--- src/logic/bpu_cfg_pkg.sv ---
package bpu_cfg_pkg;

    localparam int VADDR_W      = 32;
    localparam int BLOCK_INSTS  = 8;
    localparam int OFFS_W       = 3;
    localparam int NUM_SLOTS    = 2;
    localparam int UBTB_ENTRIES = 8;
    localparam int BTB_SETS     = 64;
    localparam int BTB_TAG_W    = 10;
    localparam int RAS_DEPTH    = 8;

    localparam logic [VADDR_W-1:0] RESET_PC = 32'h0000_1000;

    // derived sizes
    localparam int BLOCK_BYTES = BLOCK_INSTS * 4;
    localparam int BLK_OFFS_W  = $clog2(BLOCK_BYTES);
    localparam int BTB_IDX_W   = $clog2(BTB_SETS);
    localparam int UBTB_IDX_W  = $clog2(UBTB_ENTRIES);
    localparam int RAS_PTR_W   = $clog2(RAS_DEPTH);
    localparam int RAS_CNT_W   = $clog2(RAS_DEPTH + 1);
    // size field counts 1..BLOCK_INSTS
    localparam int SIZE_W      = $clog2(BLOCK_INSTS) + 1;

endpackage
--- src/logic/bpu_types_pkg.sv ---
package bpu_types_pkg;

    import bpu_cfg_pkg::*;

    typedef enum logic [1:0] {
        COND,
        JUMP,
        CALL,
        RET
    } br_kind_t;

    typedef struct packed {
        logic              en;
        br_kind_t          kind;
        logic [OFFS_W-1:0] offset;
        logic [VADDR_W-1:0] target;
    } slot_t;

    typedef struct packed {
        logic                 valid;
        logic [BTB_TAG_W-1:0] tag;
        slot_t                cond_slot;
        slot_t                tail_slot;
    } btb_entry_t;

    typedef struct packed {
        logic                 valid;
        logic [VADDR_W-1:0]   start;
        logic [VADDR_W-1:0]   target;
        logic                 taken;
        logic [NUM_SLOTS-1:0] slot_taken;
        logic [SIZE_W-1:0]    size;
        logic                 redirect;
    } pred_t;

    typedef struct packed {
        logic [VADDR_W-1:0]   start;
        btb_entry_t           entry;
        logic [NUM_SLOTS-1:0] taken;
    } upd_t;

    function automatic logic [BTB_IDX_W-1:0] btb_idx(logic [VADDR_W-1:0] pc);
        return pc[BLK_OFFS_W +: BTB_IDX_W];
    endfunction

    function automatic logic [BTB_TAG_W-1:0] btb_tag(logic [VADDR_W-1:0] pc);
        return pc[BLK_OFFS_W + BTB_IDX_W +: BTB_TAG_W];
    endfunction

    // one-hot pick of the earliest taken slot by offset
    function automatic logic [NUM_SLOTS-1:0] first_taken(btb_entry_t e,
                                                         logic [NUM_SLOTS-1:0] tk);
        logic c_tk;
        logic t_tk;
        c_tk = e.cond_slot.en & tk[0];
        t_tk = e.tail_slot.en & tk[1];
        first_taken = '0;
        if (c_tk && (!t_tk || e.cond_slot.offset <= e.tail_slot.offset)) begin
            first_taken = 2'b01;
        end else if (t_tk) begin
            first_taken = 2'b10;
        end
    endfunction

    function automatic pred_t build_pred(logic [VADDR_W-1:0] start, btb_entry_t e,
                                         logic [NUM_SLOTS-1:0] sel,
                                         logic [VADDR_W-1:0] tail_tgt);
        pred_t p;
        p = '0;
        p.valid = 1'b1;
        p.start = start;
        p.taken = |sel;
        p.slot_taken = sel;
        if (sel[0]) begin
            p.target = e.cond_slot.target;
            p.size = SIZE_W'(e.cond_slot.offset) + 1'b1;
        end else if (sel[1]) begin
            p.target = tail_tgt;
            p.size = SIZE_W'(e.tail_slot.offset) + 1'b1;
        end else begin
            p.target = start + VADDR_W'(BLOCK_BYTES);
            p.size = SIZE_W'(BLOCK_INSTS);
        end
        return p;
    endfunction

endpackage

--- src/logic/micro_btb.sv ---
`timescale 1ns/1ns

module micro_btb (
    input  logic                            clk,
    input  logic                            rst,
    input  logic [bpu_cfg_pkg::VADDR_W-1:0] pc_i,
    input  logic                            update_i,
    input  bpu_types_pkg::upd_t             upd_i,
    output bpu_types_pkg::pred_t            pred_o
);
    import bpu_cfg_pkg::*;
    import bpu_types_pkg::*;

    logic                 ent_vld [UBTB_ENTRIES];
    logic [VADDR_W-1:0]   ent_pc  [UBTB_ENTRIES];
    btb_entry_t           ent     [UBTB_ENTRIES];
    logic [NUM_SLOTS-1:0] ent_tk  [UBTB_ENTRIES];

    logic                  hit;
    logic [UBTB_IDX_W-1:0] hit_idx;
    logic                  upd_hit;
    logic [UBTB_IDX_W-1:0] upd_idx;
    logic [UBTB_IDX_W-1:0] victim;
    logic [UBTB_IDX_W-1:0] wr_idx;
    logic [NUM_SLOTS-1:0]  sel;

    // full pc match on lookup and on update
    always_comb begin
        hit = 1'b0;
        hit_idx = '0;
        upd_hit = 1'b0;
        upd_idx = '0;
        for (int i = 0; i < UBTB_ENTRIES; i++) begin
            if (ent_vld[i] && ent_pc[i] == pc_i) begin
                hit = 1'b1;
                hit_idx = UBTB_IDX_W'(i);
            end
            if (ent_vld[i] && ent_pc[i] == upd_i.start) begin
                upd_hit = 1'b1;
                upd_idx = UBTB_IDX_W'(i);
            end
        end
    end

    assign sel = hit ? first_taken(ent[hit_idx], ent_tk[hit_idx]) : '0;
    assign pred_o = build_pred(pc_i, ent[hit_idx], sel, ent[hit_idx].tail_slot.target);
    assign wr_idx = upd_hit ? upd_idx : victim;

    always_ff @(posedge clk or posedge rst) begin
        if (rst) begin
            victim <= '0;
            for (int i = 0; i < UBTB_ENTRIES; i++) begin
                ent_vld[i] <= 1'b0;
            end
        end else if (update_i) begin
            ent_vld[wr_idx] <= upd_i.entry.valid;
            // round robin only advances on allocation
            if (!upd_hit) begin
                victim <= victim + 1'b1;
            end
        end
    end

    always_ff @(posedge clk) begin
        if (update_i) begin
            ent_pc[wr_idx] <= upd_i.start;
            ent[wr_idx] <= upd_i.entry;
            ent_tk[wr_idx] <= upd_i.taken;
        end
    end

endmodule

--- config.mk ---
export PLATFORM = sky130hd
export DESIGN_NAME = micro_btb
export DESIGN_NICKNAME = d
export VERILOG_FILES = /design/src/logic/bpu_cfg_pkg.sv /design/src/logic/bpu_types_pkg.sv /design/src/logic/micro_btb.sv
export SDC_FILE = /design/constraint.sdc
export NUM_CORES = 2
export LEC_CHECK = 0
export ABC_AREA = 1
export BUFFER_PORTS_ARGS = -buffer_cell sky130_fd_sc_hd__buf_2
export CORE_ASPECT_RATIO = 0.9
export CORE_MARGIN = 2
export CORE_UTILIZATION = 53
export CTS_BUF_LIST = sky130_fd_sc_hd__clkbuf_16
export DETAILED_ROUTE_END_ITERATION = 8
export GPL_TIMING_DRIVEN = 0
export PLACE_DENSITY = 0.71
export SLEW_MARGIN = 40
export SYNTH_ARGS = -nofsm -noshare
export SYNTH_HDL_FRONTEND = slang
export SYNTH_SLANG_ARGS = --single-unit
--- constraint.sdc ---
create_clock -name clk -period 7.6 [get_ports clk]
set_input_delay 0.76 -clock clk [delete_from_list [all_inputs] [get_ports clk]]
set_output_delay 0.76 -clock clk [all_outputs]
set_load 0.02 [all_outputs]
=== Word level (Yosys, flattened, before mapping) ===
Memory sizes are Yosys's and may differ from the RTL's.
Index checks and enable logic that the tools add are counted.
Widths: inputs -> output; s select.

* Output and inout bits: 73
* Register bits after elaboration: 11
* Memories kept: 3
* Input bits: 156
* Bits in writable memories: 968

* Equal/unequal tests: 16
* Add/subtract/negate cells: 4
* $lt $le $gt $ge: 3
* Mux-type cells: 43
* Reductions and logical operators: 22
* Bitwise gates (word level): 4

{| class="wikitable"
|+ Memory list
! name !! words !! width !! rd ports !! clocked after memory_dff !! wr ports !! line !! text
|-
| ent || 8 || 87 || 1 || 0 || 1 || micro_btb.sv:16 || <nowiki>btb_entry_t ent [UBTB_ENTRIES];</nowiki>
|-
| ent_pc || 8 || 32 || 8 || 0 || 1 || micro_btb.sv:15 || <nowiki>logic [VADDR_W-1:0] ent_pc [UBTB_ENTRIES];</nowiki>
|-
| ent_tk || 8 || 2 || 1 || 0 || 1 || micro_btb.sv:17 || <nowiki>logic [NUM_SLOTS-1:0] ent_tk [UBTB_ENTRIES];</nowiki>
|}

{| class="wikitable"
|+ Operator list
! kind !! number
|-
| $eq 32x32->1 || 16
|-
| $mux 32 || 2
|-
| $mux 3 || 13
|-
| $add 32x6->32 const B || 1
|-
| $mux 1 || 21
|-
| $logic_and 1x1->1 || 18
|-
| $add 3x1->4 const B || 2
|-
| $bwmux 8 || 1
|-
| $mux 4 || 2
|-
| $mux 2 || 3
|-
| $ge 4x4->1 const B || 1
|-
| $lt 4x1->1 const B || 1
|-
| $not 3->4 || 1
|-
| $add 3x1->3 const B || 1
|-
| $demux 1 s3 || 1
|-
| $le 3x3->1 || 1
|-
| $and 1x1->1 || 2
|-
| $reduce_and 2->1 || 1
|-
| $reduce_or 2->1 || 1
|-
| $logic_not 1->1 || 1
|-
| $logic_or 1x1->1 || 1
|-
| $not 1->1 || 1
|}

=== Depth between registers and ports, before layout ===
An unclocked memory read counts as a cell.

* Depth in word-level cells: 19
* Depth in mapped cells: 37
* Mapped depth without buffers: 32

=== Worst setup path before layout ===
OpenSTA, ideal clock, no wires.

* Path kind: in2reg
* From: input upd_i[118] (netlist name)
* To: memory ent[3][0] (netlist name), enable pin
* Required time: 7.025 ns
* Slack: -0.107 ns
* Path buffers: 1
* Data arrival time: 7.132 ns
* Stages on the path: 15
* Cells stage by stage: clkbuf_1 > clkinv_1 > o22ai_1 > or4_1 > nor2_1 > and3_1 > nand3_1 > nand2_1 > nor3_1 > nand2_1 > o21ai_0 > inv_1 > nor2_1 > inv_1 > nor2_1

* Longest elaborated chain between the ends: 11
* Elaborated cells between the ends (all ways): 32
* Those cells by class: eq/ne: 8; mux: 16; reduce/logical: 8

{| class="wikitable"
|+ Ends and longest elaborated chain
! item !! line !! text
|-
| start: declaration || micro_btb.sv:8 || <nowiki>input bpu_types_pkg::upd_t upd_i,</nowiki>
|-
| $eq 32x32->1 || micro_btb.sv:38 || <nowiki>if (ent_vld[i] && ent_pc[i] == upd_i.start) begin</nowiki>
|-
| $logic_and 1x1->1 || micro_btb.sv:38 ||
|-
| $mux 1 (8 in series) || micro_btb.sv:38 ||
|-
| $mux 3 (*) || micro_btb.sv:47 || <nowiki>assign wr_idx = upd_hit ? upd_idx : victim;</nowiki>
|-
| end: declaration || micro_btb.sv:16 ||
|}

Every way passes the cells marked *; elsewhere a longest branch is shown, timed or not.

==> metrics <==
outcome=finished with violations; failing checks=setup timing; critical path's top delay family=simple AND/OR/NAND/NOR gates; worst path bufs/invs=12; vias per std cell=6.60; # hold bufs at CTS=0; setup ws final=-0.0459 ns; CP startpoint kind=input pin; worst reg2reg setup slack=2.83 ns; Cell Area, Synth=41600 µm²; Die H=270 µm; DRC violations left=0; I/O pins=229; crit path kind=in2out; Slew headroom=0.332; Worst path most repeated cell=nand2_1; TritonCTS Buffers=roughly 90; clock period minus worst slack=7.65 ns; H-tree level count=3; Clock Skew=0.0430 ns; initial antenna violation count=18; leakage=18.8 nW; I/O Buffers=slightly below 200; largest net degree at the start of global routing=62; worst slew pin tran=1.00 ns; Final Hold Violating Endpoints=0; Worst path slowest cell=buf_2; period utilization=1.01; Hold WS=0.156 ns; crit path DAT=6.89 ns; peak supply drop=0.310 mV; drt first pass iters=6; Starting Density=0.535; Core ar.=77800 µm²; total negative slack=-0.0509 ns; total wire length=194000 µm; FFs w/ async S/R, synth=0.0128; Worst Hold Class=in2async; Synth Register Bits=approximately 860; clk root buf=clkbuf_16; initial DRC count=6679; clock buffer depth=3; metal2 WL=slightly above 80000 µm; die area=80800 µm²; row count=97; post-synth top area share=0.611; GRT Util Overall=0.475; vias in the first global route=34500; fin cells=5564; share of cells above drive strength 1=0.135; cell count after synthesis=around 4100; met3 routed WL=29700 µm; Max Slew Vio Count=0; Antenna Nets Post-Route=0; max cap viols=0; CTS tree=yes; Syn Nets=4299; Avg WL per Cell=about 35 µm; first-pass GRT wire length=264000 µm; Avg Cell Area, Syn=10.1 µm²; Post-synth EDFFs=approximately 850; most frequent cells in the layout=nand2_1 (1285), edfxtp_1 (848), nand3_1 (341), inv_1 (296), buf_2 (263); Final nets=around 4600; commonest non-fill, non-tap cell in the layout=nand2_1; CP peak stage delay=roughly 0.45 ns; Die X=299 µm; Via Count=between 30000 and 40000; power density over the cells=270 nW/µm²; CTS Sinks=approximately 860; GRT Residual Overflow=0; area grow syn2layout=13.9%; M1 WL=66600 µm; CP Max Fanout=10; final core utilization=0.610; GPL Wtd Cong=1.12; top post-synthesis cells by area=edfxtp_1 (61%), nand2_1 (12%), nand3_1 (4.1%); total power=12.8 mW; Yosys cell types=61; leading area contributor after synthesis=edfxtp_1; Post-DP HPWL=134000 µm; Clock Latency Late Sink=0.70 ns; Critical Path End Type=output port; clk slew on worst S/H paths=around 0.070 ns; Crit path required time=between 6 and 7 ns; Synth Flop Type=edfxtp_1; Cells after DPL=5394; FMAX=131 MHz; Final setup viols=2; max layer used=met5; Yosys warnings=0; register area share after synthesis=0.618
worst paths after layout:
path                                        start                endpoint  depth (start not counted)
max in group asynchronous                     rst   victim[0]$_DFFE_PP0P_                          2
max reg2reg                ent_pc[5][4]$_DFFE_PP_     ent[7][5]$_DFFE_PP_                         17
min in group clk                        upd_i[30]    ent[3][28]$_DFFE_PP_                          1
min                                           rst  ent_vld[6]$_DFFE_PP0P_                          2
min reg2reg                 victim[2]$_DFFE_PP0P_   victim[2]$_DFFE_PP0P_                          2
max                                      pc_i[12]              pred_o[32]                         36
routing by layer:
layer | vias up | global-route usage
met2 | 3446 | 0.684
met3 | 835 | 0.159
met5 | - | 0.0119
li1 | 15100 | -
met4 | 16 | 0.318
met1 | 17400 | 0.610
cells by family after synthesis:
kind of cell	Yosys count	share of synthesized area
buf+inv	555	0.0595
mux	1	0.000541
compound gates	466	0.0711
simple gates	2092	0.216
other cells	2	0.000180
flops	859	0.618
xor+xnor	158	0.0332
fa+ha+maj	5	0.00150
cells in the mapped netlist, drive strengths merged (3+ instances only):
cell type and instances:
nor2 200, a311oi 21, buf 161, a2111oi 4
or4 5, nor4 47, o22ai 121, a31oi 45
o211ai 21, nor3 44, clkinv 8, edfxtp 848
nand3b 11, a21oi 105, a211oi 9, and3 11
nand4 100, o221ai 3, inv 318, xor2 95
ha 5, nand3 345, clkbuf 68, xnor2 63
nand2 1293, o2111ai 21, o21ai 90, a32o 4
or2 28, dfrtp 11, a221oi 16
where the power goes:
group | total [mW] | switching (mW) | internal [mW] | leakage, nW
Combinational | 2.11 | 1.58 | 0.537 | 9.47
Clock | 4.45 | 1.97 | 2.48 | 1.48
Sequential | 6.26 | 0.312 | 5.95 | 7.84
Total | 12.8 | 3.86 | 8.96 | 18.8
stage by stage:
| step | setup slack [ns] | instance area [µm²] |
|---|---|---|
| 6_report | -0.0459 | 47500 |
| 5_1_grt | -0.00619 | 47400 |
| 4_1_cts | 0.00591 | 47400 |
| 3_5_place_dp | -0.229 | 44500 |
| 3_3_place_gp | -3.73 | 43900 |
| 2_1_floorplan | 1.73 | 41700 |
timing repair:
item                       4_1_cts  5_1_grt
pin swaps                        0        2
setup endpoints to repair       10       23
resized for setup                2       12
setup buffers                    0        0
layout make-up:
| class | count | area [µm²] |
|---|---|---|
| Timing Repair Buffer | 217 | 1450 |
| Multi-Input combinational cell | 2724 | 13500 |
| Antenna cell | 10 | 25.0 |
| Sequential cell | 859 | 25700 |
| Clock buffer | 90 | 2250 |
| Buffer | 229 | 1320 |
| Clock inverter | 70 | 644 |
| Inverter | 326 | 1270 |
| Tap cell | 1039 | 1300 |
| Fill cell | 6321 | 30300 |
flip-flops by register name, indices dropped and copies added (netlist names):
register / cells
ent: 576
ent_pc: 256
ent_tk: 16
ent_vld: 8
victim: 3
No activity file was read; power rests on OpenSTA's default activity.
