$ cat src/logic/bpu_cfg_pkg.sv
package bpu_cfg_pkg;

    localparam int VADDR_W      = 32;
    localparam int BLOCK_INSTS  = 8;
    localparam int OFFS_W       = 3;
    localparam int NUM_SLOTS    = 2;
    localparam int UBTB_ENTRIES = 8;
    localparam int BTB_SETS     = 64;
    localparam int BTB_TAG_W    = 10;
    localparam int RAS_DEPTH    = 8;

    localparam logic [VADDR_W-1:0] RESET_PC = 32'h0000_1000;

    // derived sizes
    localparam int BLOCK_BYTES = BLOCK_INSTS * 4;
    localparam int BLK_OFFS_W  = $clog2(BLOCK_BYTES);
    localparam int BTB_IDX_W   = $clog2(BTB_SETS);
    localparam int UBTB_IDX_W  = $clog2(UBTB_ENTRIES);
    localparam int RAS_PTR_W   = $clog2(RAS_DEPTH);
    localparam int RAS_CNT_W   = $clog2(RAS_DEPTH + 1);
    // size field counts 1..BLOCK_INSTS
    localparam int SIZE_W      = $clog2(BLOCK_INSTS) + 1;

endpackage
$ cat src/logic/bpu_types_pkg.sv
package bpu_types_pkg;

    import bpu_cfg_pkg::*;

    typedef enum logic [1:0] {
        COND,
        JUMP,
        CALL,
        RET
    } br_kind_t;

    typedef struct packed {
        logic              en;
        br_kind_t          kind;
        logic [OFFS_W-1:0] offset;
        logic [VADDR_W-1:0] target;
    } slot_t;

    typedef struct packed {
        logic                 valid;
        logic [BTB_TAG_W-1:0] tag;
        slot_t                cond_slot;
        slot_t                tail_slot;
    } btb_entry_t;

    typedef struct packed {
        logic                 valid;
        logic [VADDR_W-1:0]   start;
        logic [VADDR_W-1:0]   target;
        logic                 taken;
        logic [NUM_SLOTS-1:0] slot_taken;
        logic [SIZE_W-1:0]    size;
        logic                 redirect;
    } pred_t;

    typedef struct packed {
        logic [VADDR_W-1:0]   start;
        btb_entry_t           entry;
        logic [NUM_SLOTS-1:0] taken;
    } upd_t;

    function automatic logic [BTB_IDX_W-1:0] btb_idx(logic [VADDR_W-1:0] pc);
        return pc[BLK_OFFS_W +: BTB_IDX_W];
    endfunction

    function automatic logic [BTB_TAG_W-1:0] btb_tag(logic [VADDR_W-1:0] pc);
        return pc[BLK_OFFS_W + BTB_IDX_W +: BTB_TAG_W];
    endfunction

    // one-hot pick of the earliest taken slot by offset
    function automatic logic [NUM_SLOTS-1:0] first_taken(btb_entry_t e,
                                                         logic [NUM_SLOTS-1:0] tk);
        logic c_tk;
        logic t_tk;
        c_tk = e.cond_slot.en & tk[0];
        t_tk = e.tail_slot.en & tk[1];
        first_taken = '0;
        if (c_tk && (!t_tk || e.cond_slot.offset <= e.tail_slot.offset)) begin
            first_taken = 2'b01;
        end else if (t_tk) begin
            first_taken = 2'b10;
        end
    endfunction

    function automatic pred_t build_pred(logic [VADDR_W-1:0] start, btb_entry_t e,
                                         logic [NUM_SLOTS-1:0] sel,
                                         logic [VADDR_W-1:0] tail_tgt);
        pred_t p;
        p = '0;
        p.valid = 1'b1;
        p.start = start;
        p.taken = |sel;
        p.slot_taken = sel;
        if (sel[0]) begin
            p.target = e.cond_slot.target;
            p.size = SIZE_W'(e.cond_slot.offset) + 1'b1;
        end else if (sel[1]) begin
            p.target = tail_tgt;
            p.size = SIZE_W'(e.tail_slot.offset) + 1'b1;
        end else begin
            p.target = start + VADDR_W'(BLOCK_BYTES);
            p.size = SIZE_W'(BLOCK_INSTS);
        end
        return p;
    endfunction

endpackage

$ cat src/logic/bimodal_dir.sv
`timescale 1ns/1ns

module bimodal_dir (
    input  logic                              clk,
    input  logic                              rst,
    input  logic [bpu_cfg_pkg::VADDR_W-1:0]   pc_i,
    input  logic                              rd_en_i,
    input  logic                              update_i,
    input  bpu_types_pkg::upd_t               upd_i,
    output logic [bpu_cfg_pkg::NUM_SLOTS-1:0] taken_o
);
    import bpu_cfg_pkg::*;
    import bpu_types_pkg::*;

    logic [NUM_SLOTS-1:0][1:0] ctr [BTB_SETS];
    logic [BTB_IDX_W-1:0]      rd_idx;
    logic [BTB_IDX_W-1:0]      wr_idx;
    logic [NUM_SLOTS-1:0]      upd_en;

    assign rd_idx = btb_idx(pc_i);
    assign wr_idx = btb_idx(upd_i.start);
    assign upd_en = {upd_i.entry.tail_slot.en, upd_i.entry.cond_slot.en};

    always_ff @(posedge clk or posedge rst) begin
        if (rst) begin
            taken_o <= '0;
            // weakly not-taken
            for (int s = 0; s < BTB_SETS; s++) begin
                ctr[s] <= {NUM_SLOTS{2'b01}};
            end
        end else begin
            if (rd_en_i) begin
                for (int k = 0; k < NUM_SLOTS; k++) begin
                    taken_o[k] <= ctr[rd_idx][k][1];
                end
            end
            if (update_i) begin
                for (int k = 0; k < NUM_SLOTS; k++) begin
                    if (upd_en[k] && upd_i.taken[k] && ctr[wr_idx][k] != 2'b11) begin
                        ctr[wr_idx][k] <= ctr[wr_idx][k] + 2'b01;
                    end else if (upd_en[k] && !upd_i.taken[k] && ctr[wr_idx][k] != 2'b00) begin
                        ctr[wr_idx][k] <= ctr[wr_idx][k] - 2'b01;
                    end
                end
            end
        end
    end

endmodule

$ cat config.mk
export PLATFORM = sky130hd
export DESIGN_NAME = bimodal_dir
export DESIGN_NICKNAME = d
export VERILOG_FILES = /design/src/logic/bpu_cfg_pkg.sv /design/src/logic/bpu_types_pkg.sv /design/src/logic/bimodal_dir.sv
export SDC_FILE = /design/constraint.sdc
export NUM_CORES = 1
export LEC_CHECK = 0
export BUFFER_PORTS_ARGS = -buffer_cell sky130_fd_sc_hd__buf_2
export CAP_MARGIN = 20
export CELL_PAD_IN_SITES_DETAIL_PLACEMENT = 1
export CELL_PAD_IN_SITES_GLOBAL_PLACEMENT = 2
export CORE_ASPECT_RATIO = 1.2
export CORE_MARGIN = 4
export CORE_UTILIZATION = 35
export CTS_BUF_LIST = sky130_fd_sc_hd__clkbuf_4
export DETAILED_ROUTE_END_ITERATION = 6
export GPL_ROUTABILITY_DRIVEN = 0
export PLACE_DENSITY = 0.79
export SLEW_MARGIN = 10
export SYNTH_ARGS = -nofsm -noshare
export SYNTH_HDL_FRONTEND = slang
export SYNTH_SLANG_ARGS = --single-unit
export TNS_END_PERCENT = 5
$ cat constraint.sdc
create_clock -name clk -period 8.3 [get_ports clk]
set_input_delay 0.415 -clock clk [delete_from_list [all_inputs] [get_ports clk]]
set_output_delay 0.415 -clock clk [all_outputs]
set_load 0.01 [all_outputs]
Yosys cells after proc, flatten, opt, wreduce, memory -nomap -nowiden
Cells that the tools add are included.
Word-level totals
  bits in registers: 258
  output and inout port bits: 2
  logic and storage cells: 172
Cells by class
  add/subtract/negate cells: 4
  $lt $le $gt $ge: 3
  eq/ne operators: 2
  muxes and demuxes: 19
  bitwise operators: 2
  reductions and logical operators: 13
Operator list (number)
  two-way mux 256 bit: 5
  bitwise mux 256 bit: 4
  binary-select mux 4 bit (select 6 bit): 2
  demux 4 bit (select 6 bit): 2
  two-way mux 4 bit: 5
  greater-or-equal comparator 7 bit (second input constant): 2
  inverter 6 -> 7 bit: 2
  logical AND 1 bit: 9
  less-than comparator 7 x 1 -> 1 bit (second input constant): 1
  adder 2 x 1 -> 2 bit (second input constant): 2
  inequality test 2 bit (second input constant): 2
  nonzero test 2 bit: 2
  subtractor 2 x 1 -> 2 bit (second input constant): 2
  logical NOT 1 bit: 2
  two-way mux 2 bit: 1

Logic depth before layout (Yosys ltp)
  depth in word-level cells: 12
  depth in mapped cells: 18

Worst setup path before layout
No wires, ideal clock.
  path kind: input -> register
  start: input port upd_i[94] (netlist name)
  end: register ctr[11] (netlist name)
  arrival: 3710 ps
  required time: 8175 ps
  setup slack: 4466 ps
  stages: 15
  cells stage by stage: buf_4 -> buf_6 -> buf_6 -> buf_6 -> mux4_2 -> a21oi_1 -> a21oi_1 -> or4_1 -> ha_1 -> mux2i_1 -> and3_1 -> clkbuf_1 -> nand4_1 -> nor2_1 -> mux2_2
On the way
  word-level cells in the longest chain between the ends: 12
  elaborated cells on any way between the ends: 31
  those cells by class: add/sub (4); order compare (2); eq/ne (2); mux (15); bitwise (1); reduce/logical (7)
RTL lines
  start: declaration: RTL line bimodal_dir.sv:9  | input bpu_types_pkg::upd_t upd_i,
  inverter 6 -> 7 bit (not written as such) (*)
  binary-select mux 4 bit (select 6 bit)
  two-way mux 4 bit (not written as such) (2 in a row)
  subtractor 2 x 1 -> 2 bit / nonzero test 2 bit (equally long branches): RTL line bimodal_dir.sv:42, bimodal_dir.sv:41
  bitwise mux 256 bit / logical AND 1 bit (equally long branches): RTL line bimodal_dir.sv:42, bimodal_dir.sv:41
  two-way mux 256 bit: RTL line bimodal_dir.sv:41  | end else if (upd_en[k] && !upd_i.taken[k] && ctr[wr_idx][k] != 2'b00) begin
  two-way mux 256 bit: RTL line bimodal_dir.sv:39  | if (upd_en[k] && upd_i.taken[k] && ctr[wr_idx][k] != 2'b11) begin
  two-way mux 256 bit: RTL line bimodal_dir.sv:37  | if (update_i) begin
  bitwise mux 256 bit: RTL line bimodal_dir.sv:42  | ctr[wr_idx][k] <= ctr[wr_idx][k] - 2'b01;
  two-way mux 256 bit: RTL line bimodal_dir.sv:41
  two-way mux 256 bit (*): RTL line bimodal_dir.sv:39
  end signal: indexed assignment: RTL line bimodal_dir.sv:29  | ctr[s] <= {NUM_SLOTS{2'b01}};
  end signal: indexed assignment: RTL line bimodal_dir.sv:40  | ctr[wr_idx][k] <= ctr[wr_idx][k] + 2'b01;
  end signal: indexed assignment: RTL line bimodal_dir.sv:42
  end: declaration: RTL line bimodal_dir.sv:15  | logic [NUM_SLOTS-1:0][1:0] ctr [BTB_SETS];
Mark *: on every way between the ends. The rest lies on a longest branch, timed or not. The select of a mux whose other input is x is not followed.
A chain may end at the register's enable or synchronous reset.

Worst setup path in the final report
  start: input port upd_i[96] (netlist name)
  end: register ctr[104] (netlist name)
On the way
  word-level cells in the longest chain between the ends: 12
  elaborated cells on any way between the ends: 31
  those cells by class: add/sub (4); order compare (2); eq/ne (2); mux (15); bitwise (1); reduce/logical (7)
RTL lines (RTL line)
  inverter 6 -> 7 bit (not written as such) (*)
  binary-select mux 4 bit (select 6 bit) (tied with other cells)
  two-way mux 4 bit (not written as such) / logical AND 1 bit (equally long branches)
  two-way mux 4 bit (not written as such) / two-way mux 2 bit (equally long branches)
  subtractor 2 x 1 -> 2 bit (tied with other cells): bimodal_dir.sv:42
  bitwise mux 256 bit / logical AND 1 bit (equally long branches): bimodal_dir.sv:42, bimodal_dir.sv:41
  two-way mux 256 bit: bimodal_dir.sv:41
  two-way mux 256 bit: bimodal_dir.sv:39
  two-way mux 256 bit: bimodal_dir.sv:37
  bitwise mux 256 bit: bimodal_dir.sv:42
  two-way mux 256 bit: bimodal_dir.sv:41
  two-way mux 256 bit (*): bimodal_dir.sv:39
Marked as above.

==> reports/qor.yml <==
cells_and_area:
  finish.instance_area_um2: 15410
  drive_gt1_frac: 0.5012
  synthToLayoutAreaGrowth_pct: 11.19
  nets: 1311
clock_tree:
  path_clk_slew_ns: 0.06
  cts_tree: "built"
  postCtsHoldBufs: 1
  cts_setup_buffers: 0
  clock_sinks: 258
  htree_levels: 3
  clkLatencyLatePin_ns: 0.71
  cts_buffers: 76
  clock_path_buffers: 3
  cts.repair.resized: 0
  cts_root_buf: "clkbuf_4"
logic_synthesis:
  synth_edf_count: 0
  synth_top_area_share: 0.2426
  avgSynthCellArea_um2: 12.49
  yosysMostFrequentCell: "mux2_2"
  syn_area_um2: 13860
  synth_cells: 1110
  synthTopCellsByCount: "mux2_2 (260), nor2_1 (157), dfrtp_1 (130)"
  yosysTopAreaCell: "dfstp_2"
  syn-num-nets: 1271
  yosysUniqueCellTypes: 66
  yosysWarnings: 0
  async_flop_share: 1.000
  synthFlopType: "dfrtp_1"
  yosys-top-cells-area: "dfstp_2 (24%), dfrtp_1 (23%), mux2_2 (21%)"
  synth_seq_cells: 258
  yosysSeqAreaShare: 0.4773
global_routing:
  track_usage: 0.2090
  grt_max_degree: 125
  grt_first_pass_wirelength_um: 67740
  grt_overflow: 0
  grt_pass1_vias: 10937
  antenna_found_initial: 2
sta:
  fmax_mhz: 193.7
  relSlewSlack: 0.2107
  fin_ws_ns: 3.138
  hold_viol_final: 0
  hold_ws_ns: 0.09107
  tightest_slew_ns: 1.182
  skew_ns: 0.04849
  fin_crit_sh: 0.6219
  rsz0062_at_grt: "no"
  slew_viol_final: 0
  finalSetupTns_ns: 0
  min_period_ns: 5.162
  setup_viol_count_final: 0
setup_path:
  path_buf_inv: 3
  path_class: "input port to flip-flop"
  crit_required_ns: 8.89
  r2r_end: "ctr[104]"
  reg2reg_slack_ns: 4.02
  critPathLaunchType: "input port"
  cpPeakStageDelay_ns: 0.61
  crit-reg2reg-launch: "ctr[8]"
  path_cells: "buf_4, buf_4, inv_1, a221oi_1, nor2_1, o21ai_0, o21a_1, nand3_1, ha_1, nor2b_1, o211a_1, nand3_1, nor2_1, mux2_2"
  worst_setup_path_end_kind: "flip-flop"
  cp.depth: 14
  crit_path_max_fanout: 38
  slowest_stage: "buf_4"
  arrival_ns: 5.75
  worstSetupEndpoint: "ctr[104]"
  startpoint: "upd_i[96]"
  critPathTopFamily: "buffers and inverters"
  ff2ff_path_depth: 11
die:
  fp-row-count: 79
  initial_core_util: 0.3559
  io_pins: 159
  die_w_um: 189.7
  die_area_um2: 42870
  core_area_um2: 38940
  die_h_um: 226.0
worst_hold_path:
  min_path_type: "input port to flip-flop"
detailed_routing:
  drc: 0
  drtPass1Iterations: 5
  wl_per_cell_um: 25.65
  vias_per_cell: 5.667
  vias: 9867
  antenna_left: 0
  initialDrtViolationCount: 584
  totalWireLength_um: 44650
placement:
  port_buffers: 21
  place_area_um2: 14360
  place_hpwl_um: 29420
  dp_slack_ns: 2.495
job:
  cap_violations: 0
power:
  power.leakage_uw: 0.006554
  intPower_uw: 2308
  pwr-share-seq: 0.464
  power_density_nw_per_um2: 209.8
  switchingPower_uw: 926.4
  p_sw_frac: 0.2864
  ir_drop_mv: 0.09646
  p_clk_frac: 0.391
  power_uw: 3234
  p_comb_frac: 0.145
outcome:
  status: "completed"
[cell type report]
cell class / instances / area, um^2
repair buffers: 40 / 275.3
clock inverters: 21 / 107.6
inverters: 7 / 33.78
clock buffers: 120 / 900.9
multi-input cells: 767 / 6817
diodes: 2 / 5.005
fillers: 4231 / 23530
well taps: 526 / 658.1
flip-flops and latches: 258 / 6616
[worst reg2reg max path: stages, from the launching register on]
cell     delay (ns)
dfstp_2        0.37
mux2_1         0.30
a221o_1        0.31
a21oi_1        0.58
o22a_1         0.29
nand3_1        0.09
ha_1           0.22
nor2b_1        0.26
o211a_1        0.34
nand3_1        0.61
nor2_1         0.44
mux2_2         0.38
[per-stage QoR]
stage | std cells | util
2_1_floorplan | 1110 | -
3_3_place_gp | 1596 | 0.3688
3_5_place_dp | 1596 | 0.3688
4_1_cts | 1738 | 0.3949
5_1_grt | 1741 | 0.3958
6_report | 1741 | 0.3958
[logic make-up after synthesis]
kind of cell             synth area share
flip-flops                         0.4773
multiplexers                       0.3299
buffers and inverters             0.03349
AND/OR/NAND/NOR                   0.08403
AO/OA/AOI/OAI                     0.07041
XOR/XNOR                         0.001264
adder cells (fa/ha/maj)          0.003611
[power by group through the flow]
stage               clock, uW  combinational (uW)  sequential (uW)
floorplan                   0                 336             1490
global placement            0                 455             1510
detailed placement          0                 468             1520
CTS                      1310                 470             1500
global route             1390                 504             1510
finish                   1260                 470             1500
[metal layers]
layer	track usage	wire, um
met5	0	0
met4	0.09010	1773
met3	0.05798	3115
met2	0.3554	22160
met1	0.2493	17610
[registers in the layout (all words and copies together) (netlist names)]
name	cells
taken_o	2
ctr	256
[how the worst min path moves through the flow]
stage / from / to / slack [ns] / depth (start not counted)
finish: rd_en_i / taken_o[1] / 0.09 / 3
global route: rd_en_i / taken_o[1] / 0.05 / 3
CTS: rd_en_i / taken_o[1] / 0.01 / 3
detailed placement: ctr[158] / ctr[158] / 0.49 / 2
global placement: ctr[158] / ctr[158] / 0.49 / 2
floorplan: ctr[134] / ctr[134] / 0.48 / 2
[placed cells by master, fill, tap and decap left out, types with 5 or more instances in the layout]
| master | instances |
|---|---|
| dfstp_2 | 128 |
| a22o_1 | 8 |
| buf_4 | 19 |
| clkinv_1 | 14 |
| a221oi_1 | 28 |
| o22a_1 | 5 |
| mux2_1 | 14 |
| mux2_2 | 260 |
| nand2_1 | 49 |
| buf_2 | 19 |
| nand3_1 | 15 |
| nor2b_1 | 9 |
| inv_1 | 6 |
| a31oi_1 | 8 |
| a21oi_1 | 21 |
| nor2_1 | 157 |
| mux2i_1 | 50 |
| clkbuf_4 | 120 |
| o22ai_1 | 8 |
| dfrtp_1 | 130 |
| a22oi_1 | 15 |
| a221o_1 | 7 |
| nand3b_1 | 5 |
| mux4_2 | 42 |
Note: power is estimated with default switching activity, not from simulation.
