File: src/logic/bpu_cfg_pkg.sv
package bpu_cfg_pkg;

    localparam int VADDR_W      = 32;
    localparam int BLOCK_INSTS  = 8;
    localparam int OFFS_W       = 3;
    localparam int NUM_SLOTS    = 2;
    localparam int UBTB_ENTRIES = 8;
    localparam int BTB_SETS     = 64;
    localparam int BTB_TAG_W    = 10;
    localparam int RAS_DEPTH    = 8;

    localparam logic [VADDR_W-1:0] RESET_PC = 32'h0000_1000;

    // derived sizes
    localparam int BLOCK_BYTES = BLOCK_INSTS * 4;
    localparam int BLK_OFFS_W  = $clog2(BLOCK_BYTES);
    localparam int BTB_IDX_W   = $clog2(BTB_SETS);
    localparam int UBTB_IDX_W  = $clog2(UBTB_ENTRIES);
    localparam int RAS_PTR_W   = $clog2(RAS_DEPTH);
    localparam int RAS_CNT_W   = $clog2(RAS_DEPTH + 1);
    // size field counts 1..BLOCK_INSTS
    localparam int SIZE_W      = $clog2(BLOCK_INSTS) + 1;

endpackage
File: src/logic/bpu_ifc.sv


interface ras_if;
    import bpu_cfg_pkg::*;

    logic               push;
    logic               pop;
    logic [VADDR_W-1:0] push_addr;
    logic [VADDR_W-1:0] top_addr;
    logic               nonempty;

    modport user (
        output push, output pop, output push_addr,
        input top_addr, input nonempty
    );
    modport stack (
        input push, input pop, input push_addr,
        output top_addr, output nonempty
    );
endinterface

File: src/logic/return_stack.sv
`timescale 1ns/1ns

module return_stack (
    input logic   clk,
    input logic   rst,
    ras_if.stack  ras
);
    import bpu_cfg_pkg::*;

    logic [VADDR_W-1:0]   mem [RAS_DEPTH];
    logic [RAS_PTR_W-1:0] ptr;
    logic [RAS_CNT_W-1:0] count;
    logic [RAS_PTR_W-1:0] top_ptr;
    logic                 do_pop;

    assign top_ptr = ptr - 1'b1;
    assign ras.top_addr = mem[top_ptr];
    assign ras.nonempty = count != '0;
    // pop on an empty stack is dropped
    assign do_pop = ras.pop && ras.nonempty;

    always_ff @(posedge clk or posedge rst) begin
        if (rst) begin
            ptr <= '0;
            count <= '0;
        end else if (ras.push) begin
            ptr <= ptr + 1'b1;
            // oldest entry is overwritten once full
            if (count != RAS_CNT_W'(RAS_DEPTH)) begin
                count <= count + 1'b1;
            end
        end else if (do_pop) begin
            ptr <= top_ptr;
            count <= count - 1'b1;
        end
    end

    always_ff @(posedge clk) begin
        if (ras.push) begin
            mem[ptr] <= ras.push_addr;
        end
    end

endmodule

File: src/flat_wrapper.sv
// flat-port wrapper written by rule: the top's interface ports become plain ports
module return_stack_flat import bpu_cfg_pkg::*;
  (clk, rst, ras_push, ras_pop, ras_push_addr, ras_top_addr, ras_nonempty);
  ras_if ras_i ();
  input logic clk;
  input logic rst;
  input wire logic [$bits(ras_i.push)-1:0] ras_push;
  input wire logic [$bits(ras_i.pop)-1:0] ras_pop;
  input wire logic [$bits(ras_i.push_addr)-1:0] ras_push_addr;
  output wire logic [$bits(ras_i.top_addr)-1:0] ras_top_addr;
  output wire logic [$bits(ras_i.nonempty)-1:0] ras_nonempty;
  assign ras_i.push = ras_push;
  assign ras_i.pop = ras_pop;
  assign ras_i.push_addr = ras_push_addr;
  assign ras_top_addr = ras_i.top_addr;
  assign ras_nonempty = ras_i.nonempty;
  return_stack u_core (.clk(clk), .rst(rst), .ras(ras_i));
endmodule
File: config.mk
export PLATFORM = sky130hd
export DESIGN_NAME = return_stack_flat
export DESIGN_NICKNAME = d
export VERILOG_FILES = /design/src/logic/bpu_cfg_pkg.sv /design/src/logic/bpu_ifc.sv /design/src/logic/return_stack.sv /design/src/flat_wrapper.sv
export SDC_FILE = /design/constraint.sdc
export NUM_CORES = 1
export LEC_CHECK = 0
export BUFFER_PORTS_ARGS = -buffer_cell sky130_fd_sc_hd__buf_2
export CORE_MARGIN = 8
export CORE_UTILIZATION = 51
export CTS_CLUSTER_DIAMETER = 200
export DETAILED_ROUTE_END_ITERATION = 7
export PLACE_DENSITY = 0.69
export SLEW_MARGIN = 20
export SYNTH_ARGS = -nofsm -noshare
export SYNTH_HDL_FRONTEND = slang
export SYNTH_SLANG_ARGS = --single-unit
File: constraint.sdc
create_clock -name clk -period 4.1 [get_ports clk]
set_input_delay 0.82 -clock clk [delete_from_list [all_inputs] [get_ports clk]]
set_output_delay 0.82 -clock clk [all_outputs]
set_load 0.005 [all_outputs]
* Word level (Yosys, flattened, before mapping)
Memory sizes are Yosys's and may differ from the RTL's.
Cells that the tools add are included.
Widths: inputs -> output; s select.
** Cells by class
- Add/subtract/negate cells :: 4
- Eq/ne operators :: 2
- Multiplexer cells :: 7
- Reductions and logical operators :: 4
** Operator list (count)
- $mux 4 :: 3
- $mux 3 :: 2
- $add 4x1->4 const B :: 1
- $ne 4x4->1 const B :: 1
- $reduce_bool 4->1 :: 1
- $sub 4x1->4 const B :: 1
- $add 3x1->3 const B :: 1
- $sub 3x1->3 const B :: 1
- $mux 1 :: 2
- $ne 2x1->1 const B :: 1
- $reduce_and 2->1 :: 1
- $reduce_bool 2->1 :: 1
- $logic_and 1x1->1 :: 1
** Storage, ports and cells
- Register bits :: 7
- Bits in writable memories :: 256
- Input bits :: 36
- Output and inout bits :: 33
- Word-level logic and storage cells :: 20
- Memories :: 1
** Memory list
- u_core.mem :: depth 8, width 32, read ports 1, clocked after memory_dff 0, write ports 1, line return_stack.sv:10 : logic [VADDR_W-1:0] mem [RAS_DEPTH];

* Longest topological paths before layout
Gate-level depths: netlist (run 1).
- Depth after elaboration :: 4
- Depth in mapped cells :: 8
- Gate-level depth less buffers :: 6

* Worst setup path before layout (run 1)
Ideal clock, no wire load.
- Path kind :: input port to flip-flop
- Start point :: input ras_push
- End point :: memory u_core.mem[0][0], enable pin
- Arrival :: 3306 ps
- Required time :: 3639 ps
- Slack :: 333 ps
- Stages on the path :: 3
- Buffers on the path :: 1
- Cells stage by stage :: buf_2 nand2b_1 nor3_1
** Between the ends
- Longest elaborated chain between the ends :: 2
** Ends and longest elaborated chain
- start: declaration :: line flat_wrapper.sv:7 : input wire logic [$bits(ras_i.push)-1:0] ras_push;
- $mux 1 :: line return_stack.sv:39 : if (ras.push) begin
- $mux 1 (not written as such) :: line return_stack.sv:40 : mem[ptr] <= ras.push_addr;
- end: declaration :: line return_stack.sv:10
Every way passes these cells.

* Final worst setup path (run 1)
- Start point :: register u_core.ptr[1]
- End point :: output ras_top_addr[0]
** Between the ends
- Longest elaborated chain between the ends :: 2
** Ends and longest elaborated chain
- start: declaration :: line return_stack.sv:11 : logic [RAS_PTR_W-1:0] ptr;
- start signal: assignment :: line return_stack.sv:27 : ptr <= ptr + 1'b1;
- start signal: assignment :: line return_stack.sv:33 : ptr <= top_ptr;
- $sub 3x1->3 :: line return_stack.sv:16 : assign top_ptr = ptr - 1'b1;
- $mem_v2 8x32
- end: declaration :: line flat_wrapper.sv:10 : output wire logic [$bits(ras_i.top_addr)-1:0] ras_top_addr;
Every way passes these cells.

==> metrics.txt, run 1 <==
startpoint types=register; max incr delay on CP=680 ps; # Post-CTS Setup Buffers=0; Worst Max-Slew Pin Slew=~840 ps; Final Cell Area=roughly 12000 sq um; CP endpoint kind=output pin; post-CTS resize count=0; flop-to-flop setup slack=1440 ps; status=finished clean; Final period util=~92%; ys async rst share=about 2.7%; crit-path max FO=46; Worst EP arrival=just under 3000 ps; first drt pass iteration count=5; Hold Fails Final Rpt=0; Worst Path Required=3280 ps; Crit Reg-Reg Endpoint=u_core.mem[7][5]$_DFFE_PP_; wire length per cell=around 24 um; syn avg cell area=24.2 sq um; TritonCTS buffer count=26; Synth area leader=edfxtp_1; detailed-route vias per instance=5.72; number of synthesized flops with an enable pin=about 260; Std-Cell Rows=52; total track usage=~15%; layout overhead on the synthesized area=15.6%; max-slew violations=0; PwrDens=753 nW/um^2; Sink Count=263; Leakage=~4.1 nW; GPL Wtd Cong=approximately 0.74; root buffer cell=clkbuf_16; overall power=about 9.0 mW; vias in the first global route=slightly below 5000; post-layout min period=approximately 3800 ps; Final Skew=25.3 ps; number of diodes=0; number of DRC markers in iteration 0=between 300 and 400; die span in y=roughly 160 um; die width=~160 um; # port buffers=68; Slowest-stage cell, CP=ha_2; Starting Density=slightly above 50%; synth top area cells=edfxtp_1, mux4_1, mux2_2, dfrtp_1, buf_6; Rel. slew slack=~44%; Cells after Synth=roughly 430; post-route setup TNS=0 ps; syn nets=between 400 and 500; most numerous cell in the Yosys netlist=edfxtp_1; GRT overflow=0; hpwl dp=roughly 11000 um; library cells used by synthesis=27; vias=4647; Peak VDD IR=0.564 mV; Worst-path clk slew=roughly 60 ps; CP Class=reg2out; flops & latches, synth=around 260; most used flip-flop cell after synthesis=edfxtp_1; Max clock buf depth=3; drt drc=0; post-route ant nets=0; Post-CTS Hold Buffers=0; nets=565; # setup viols final=0; RSZ-0062 raised after global routing=no; CP cell instances=inv_1, ha_2, buf_12, mux4_1, mux2_2, buf_2; area of placed instances=11100 sq um; Clock Latency Late Sink=530 ps; CTS tree=done; worst hold path type=in2async; total die area=around 25000 sq um; r2r startpoint=u_core.ptr[0]$_DFFE_PP0P_; WHS=242 ps; crit path from=u_core.ptr[1]$_DFFE_PP0P_; top post-synthesis cells by count=edfxtp_1, mux4_1, mux2_2; first-pass GRT wire length=between 20000 and 30000 um; final WL=roughly 19000 um; share of post-route cells with drive strength above 1=around a third; R2R depth=4; core area=~20000 sq um; pin count of the biggest net entering global routing=71; Max-Cap Viols=0; Fmax=0.265 GHz; Max H-tree Level=1; Syn. warnings=0; io pins=69; Synth top area share=74.2%; cell area after synthesis=10400 sq um; initial antenna violation count=1; Seq/Total Area, Yosys=between 70% and 80%
[worst max path at each step]
stage          depth (start not counted)  slack [ps]                         end
2_1_floorplan                          3         330  u_core.mem[0][0]$_DFFE_PP_
3_3_place_gp                           4         890            ras_top_addr[29]
3_5_place_dp                           4         860             ras_top_addr[7]
4_1_cts                                6         280             ras_top_addr[0]
5_1_grt                                6         180             ras_top_addr[0]
6_report                               6         330             ras_top_addr[0]
[state kept, by name (all words and copies together) (netlist names)]
name,count
u_core.count,4
u_core.mem,256
u_core.ptr,3
[cell usage in the layout (no fill, tap or decap), types with 3 or more instances in the layout]
master,synthesis,layout
mux4_2,3,3
nand2_1,7,7
xnor2_1,4,4
dfrtp_1,7,6
buf_4,0,17
clkinv_1,0,7
edfxtp_1,256,256
a21oi_1,4,4
buf_2,6,68
mux4_1,61,61
clkbuf_16,0,26
clkinv_2,0,3
clkbuf_1,4,3
mux2_2,34,34
bufinv_16,0,3
nor2_4,0,6
ha_1,4,3
inv_1,5,5
[critical path, delay by kind of cell (launching register included)]
kind,cells,cell delay [ps]
fa+ha+maj,1,680
mux,2,630
buf+inv,3,570
flops,1,510
[where the power goes]
group	switching, mW	internal (mW)
combinational	1.59	1.65
clock	0.942	1.35
sequential	0.118	3.38
total	2.65	6.38
[final cells by class]
type	instances	area, sq um
Inverter	5	18.8
Sequential cell	263	7870
Tap cell	270	338
Fill cell	1406	8120
Timing Repair Buffer	87	499
Clock inverter	18	180
Multi-Input combinational cell	141	2420
Clock buffer	29	662
[per-stage QoR]
step           utilization [%]  std cells  setup WS [ps]
5_1_grt                   59.6        813            181
6_report                  59.6        813            327
3_5_place_dp              55.4        766            856
4_1_cts                   59.6        813            276
3_3_place_gp              55.4        766            888
2_1_floorplan                -        428            333
[cells by family (layout without fill, tap and decap cells)]
group / after synthesis / after routing / share of synthesized area, %
AND/OR/NAND/NOR: 23 / 23 / 1.00
adder cells (fa/ha/maj): 5 / 5 / 0.676
XOR/XNOR: 6 / 6 / 0.507
buffers and inverters: 24 / 139 / 1.52
AO/OA/AOI/OAI: 9 / 9 / 0.604
flip-flops: 263 / 263 / 75.9
multiplexers: 98 / 98 / 19.8
[layer usage]
metal | GRT usage [%] | wire length, um | up-vias
met5 | 0 | 8 | -
met4 | 4.13 | 297 | 2
met3 | 2.28 | 882 | 29
met2 | 26.2 | 9730 | 107
met1 | 20.7 | 8250 | 2451
li1 | - | - | 2058
Power figures use the tool's default switching activity.
==> run 2: changes to the inputs <==
- CORE_UTILIZATION: 51 -> 60
- PLACE_DENSITY: 0.69 -> 0.79
==> run 2 against run 1 <==
First-iteration DRC count up 9.5%. Cell count decreased by 6.0%. Sequential power about the same. Critical path type unchanged. Via count is 0.60% lower. Clock skew fell by 15 ps. Combinational power hardly changed. Highest routed layer unchanged. Flip-flop and latch count unchanged. Worst hold slack got worse by 4.3 ps.
==> metrics.txt, run 2 (synthesized netlist as in run 1, its figures left out) <==
status=finished clean (unchanged); post-CTS resize count=0 (unchanged); initial antenna violation count=1 (unchanged); r2r startpoint=u_core.ptr[0]$_DFFE_PP0P_ (unchanged); Most flops, register=u_core.mem (unchanged); WHS=238 ps (was 242 ps); crit-path max FO=24 (was 46); number of diodes=0 (unchanged); overall power=9.16 mW (was 9.02 mW); max-slew violations=0 (unchanged); hpwl dp=10700 um (was 11300 um); Worst Path Required=3280 ps (about the same); total die area=21700 sq um (was 25100 sq um); Fmax=0.273 GHz (was 0.265 GHz); Post-CTS Hold Buffers=0 (unchanged); final WL=18900 um (was 19200 um); CP cell instances=inv_1, ha_2, buf_12, mux4_1, mux2_2, buf_2 (unchanged); Worst EP arrival=2840 ps (was 2950 ps); CP Class=reg2out (unchanged); CTS tree=done (unchanged); Peak VDD IR=0.485 mV (was 0.564 mV); layout overhead on the synthesized area=15.7% (was 15.6%); R2R depth=4 (unchanged); TritonCTS buffer count=26 (unchanged); # Post-CTS Setup Buffers=0 (unchanged); CP endpoint kind=output pin (unchanged); Starting Density=60.5% (was 51.5%); number of DRC markers in iteration 0=357 (was 326); Crit Reg-Reg Endpoint=u_core.mem[7][18]$_DFFE_PP_ (was u_core.mem[7][5]$_DFFE_PP_); commonest non-fill, non-tap cells in the layout=edfxtp_1, buf_2, mux4_1 (unchanged); most common cell after layout, fill and taps aside=edfxtp_1 (unchanged); share of post-route cells with drive strength above 1=31.4% (was 31.7%); Leakage=4.14 nW (was 4.12 nW); first-pass GRT wire length=28700 um (was 29100 um); die span in y=147 um (was 159 um); wire length per cell=24.7 um (was 23.6 um); startpoint types=register (unchanged); PwrDens=764 nW/um^2 (was 753 nW/um^2); Rel. slew slack=46.2% (was 44.2%); pin count of the biggest net entering global routing=71 (unchanged); Worst Max-Slew Pin Slew=808 ps (was 837 ps); flop-to-flop setup slack=1540 ps (was 1440 ps); RSZ-0062 raised after global routing=no (unchanged); largest registers=u_core.mem x256, u_core.count x4, u_core.ptr x3 (unchanged); # fillers=1024 (was 1406); Slowest-stage cell, CP=ha_2 (unchanged); post-layout min period=3660 ps (was 3770 ps); io pins=69 (unchanged); Max-Cap Viols=0 (unchanged); worst hold path type=in2async (unchanged); first drt pass iteration count=4 (was 5); vias in the first global route=4928 (was 4966); Final Skew=10.0 ps (was 25.3 ps); root buffer cell=clkbuf_16 (unchanged); Std-Cell Rows=48 (was 52); GPL Wtd Cong=0.712 (was 0.740); GRT overflow=0 (unchanged); Clock Latency Late Sink=520 ps (was 530 ps); vias=4619 (was 4647); Max H-tree Level=1 (unchanged); post-route ant nets=0 (unchanged); die width=147 um (was 159 um); Max clock buf depth=3 (unchanged); fin util=70.1% (was 59.6%); Hold Fails Final Rpt=0 (unchanged); # setup viols final=0 (unchanged); max incr delay on CP=700 ps (was 680 ps); total track usage=17.4% (was 15.5%); post-route setup TNS=0 ps (unchanged); Worst-path clk slew=60 ps (about the same); max FFs per register=256 (unchanged); # port buffers=68 (unchanged); Sink Count=263 (unchanged); detailed-route vias per instance=6.05 (was 5.72); Final period util=89.4% (was 92.0%); drt drc=0 (unchanged); nets=561 (was 565); core area=17100 sq um (was 20100 sq um)
## run 2: cell count changes in the layout (fill, tap and decap cells not counted), moves of 2 or more
cell,delta
clkinv_1,-3
buf_4,-9
clkinv_2,+2
clkbuf_1,+2
buf_12,+5
## run 2: how the worst max path moves through the flow
stage / startpoint / to / slack (ps) / cells after the start
after global routing: u_core.ptr[1]$_DFFE_PP0P_ / ras_top_addr[0] / 280 / 6
after CTS: u_core.ptr[0]$_DFFE_PP0P_ / ras_top_addr[22] / 320 / 4
final: u_core.ptr[1]$_DFFE_PP0P_ / ras_top_addr[0] / 440 / 6
after detailed placement: u_core.ptr[0]$_DFFE_PP0P_ / ras_top_addr[22] / 870 / 4
after global placement: u_core.ptr[0]$_DFFE_PP0P_ / ras_top_addr[0] / 900 / 4
after floorplan: ras_push / u_core.mem[0][0]$_DFFE_PP_ / 330 / 3
## run 2: layout make-up
type | instances | area [sq um] | area share (%)
clock buffers | 32 | 694 | 5.79
clock inverters | 15 | 179 | 1.49
inverters | 5 | 18.8 | 0.157
multi-input cells | 141 | 2420 | 20.2
flip-flops and latches | 263 | 7870 | 65.6
well taps | 225 | 282 | 2.35
repair buffers | 83 | 532 | 4.43
## run 2: where the power goes
part	total [mW]	switching [mW]	leakage, nW	internal, mW
sequential	3.50	0.119	2.41	3.38
clock	2.40	0.948	0.427	1.45
combinational	3.26	1.57	1.30	1.69
## run 2: worst max-delay path: cells and delay by family, from the launching register on
| kind | cells | cell delay, ps |
|---|---|---|
| adders and majority gates | 1 | 700 |
| buffers and inverters | 3 | 490 |
| DFF | 1 | 500 |
| muxes | 2 | 630 |
## run 2: through the flow
stage	instances	setup slack (ps)	cell area, sq um
3_5_place_dp	717	869	11100
2_1_floorplan	428	333	10400
6_report	764	437	12000
3_3_place_gp	717	901	11100
4_1_cts	764	324	12000
5_1_grt	764	277	12000
## run 2: layer usage
layer / GRT usage, % / vias up / part of all wire, %
met2: 30.6 / 129 / 52
met1: 21.9 / 2400 / 40
met3: 2.87 / 34 / 5.2
li1: - / 2054 / -
met5: 0 / - / 0.053
met4: 5.15 / 2 / 2.1
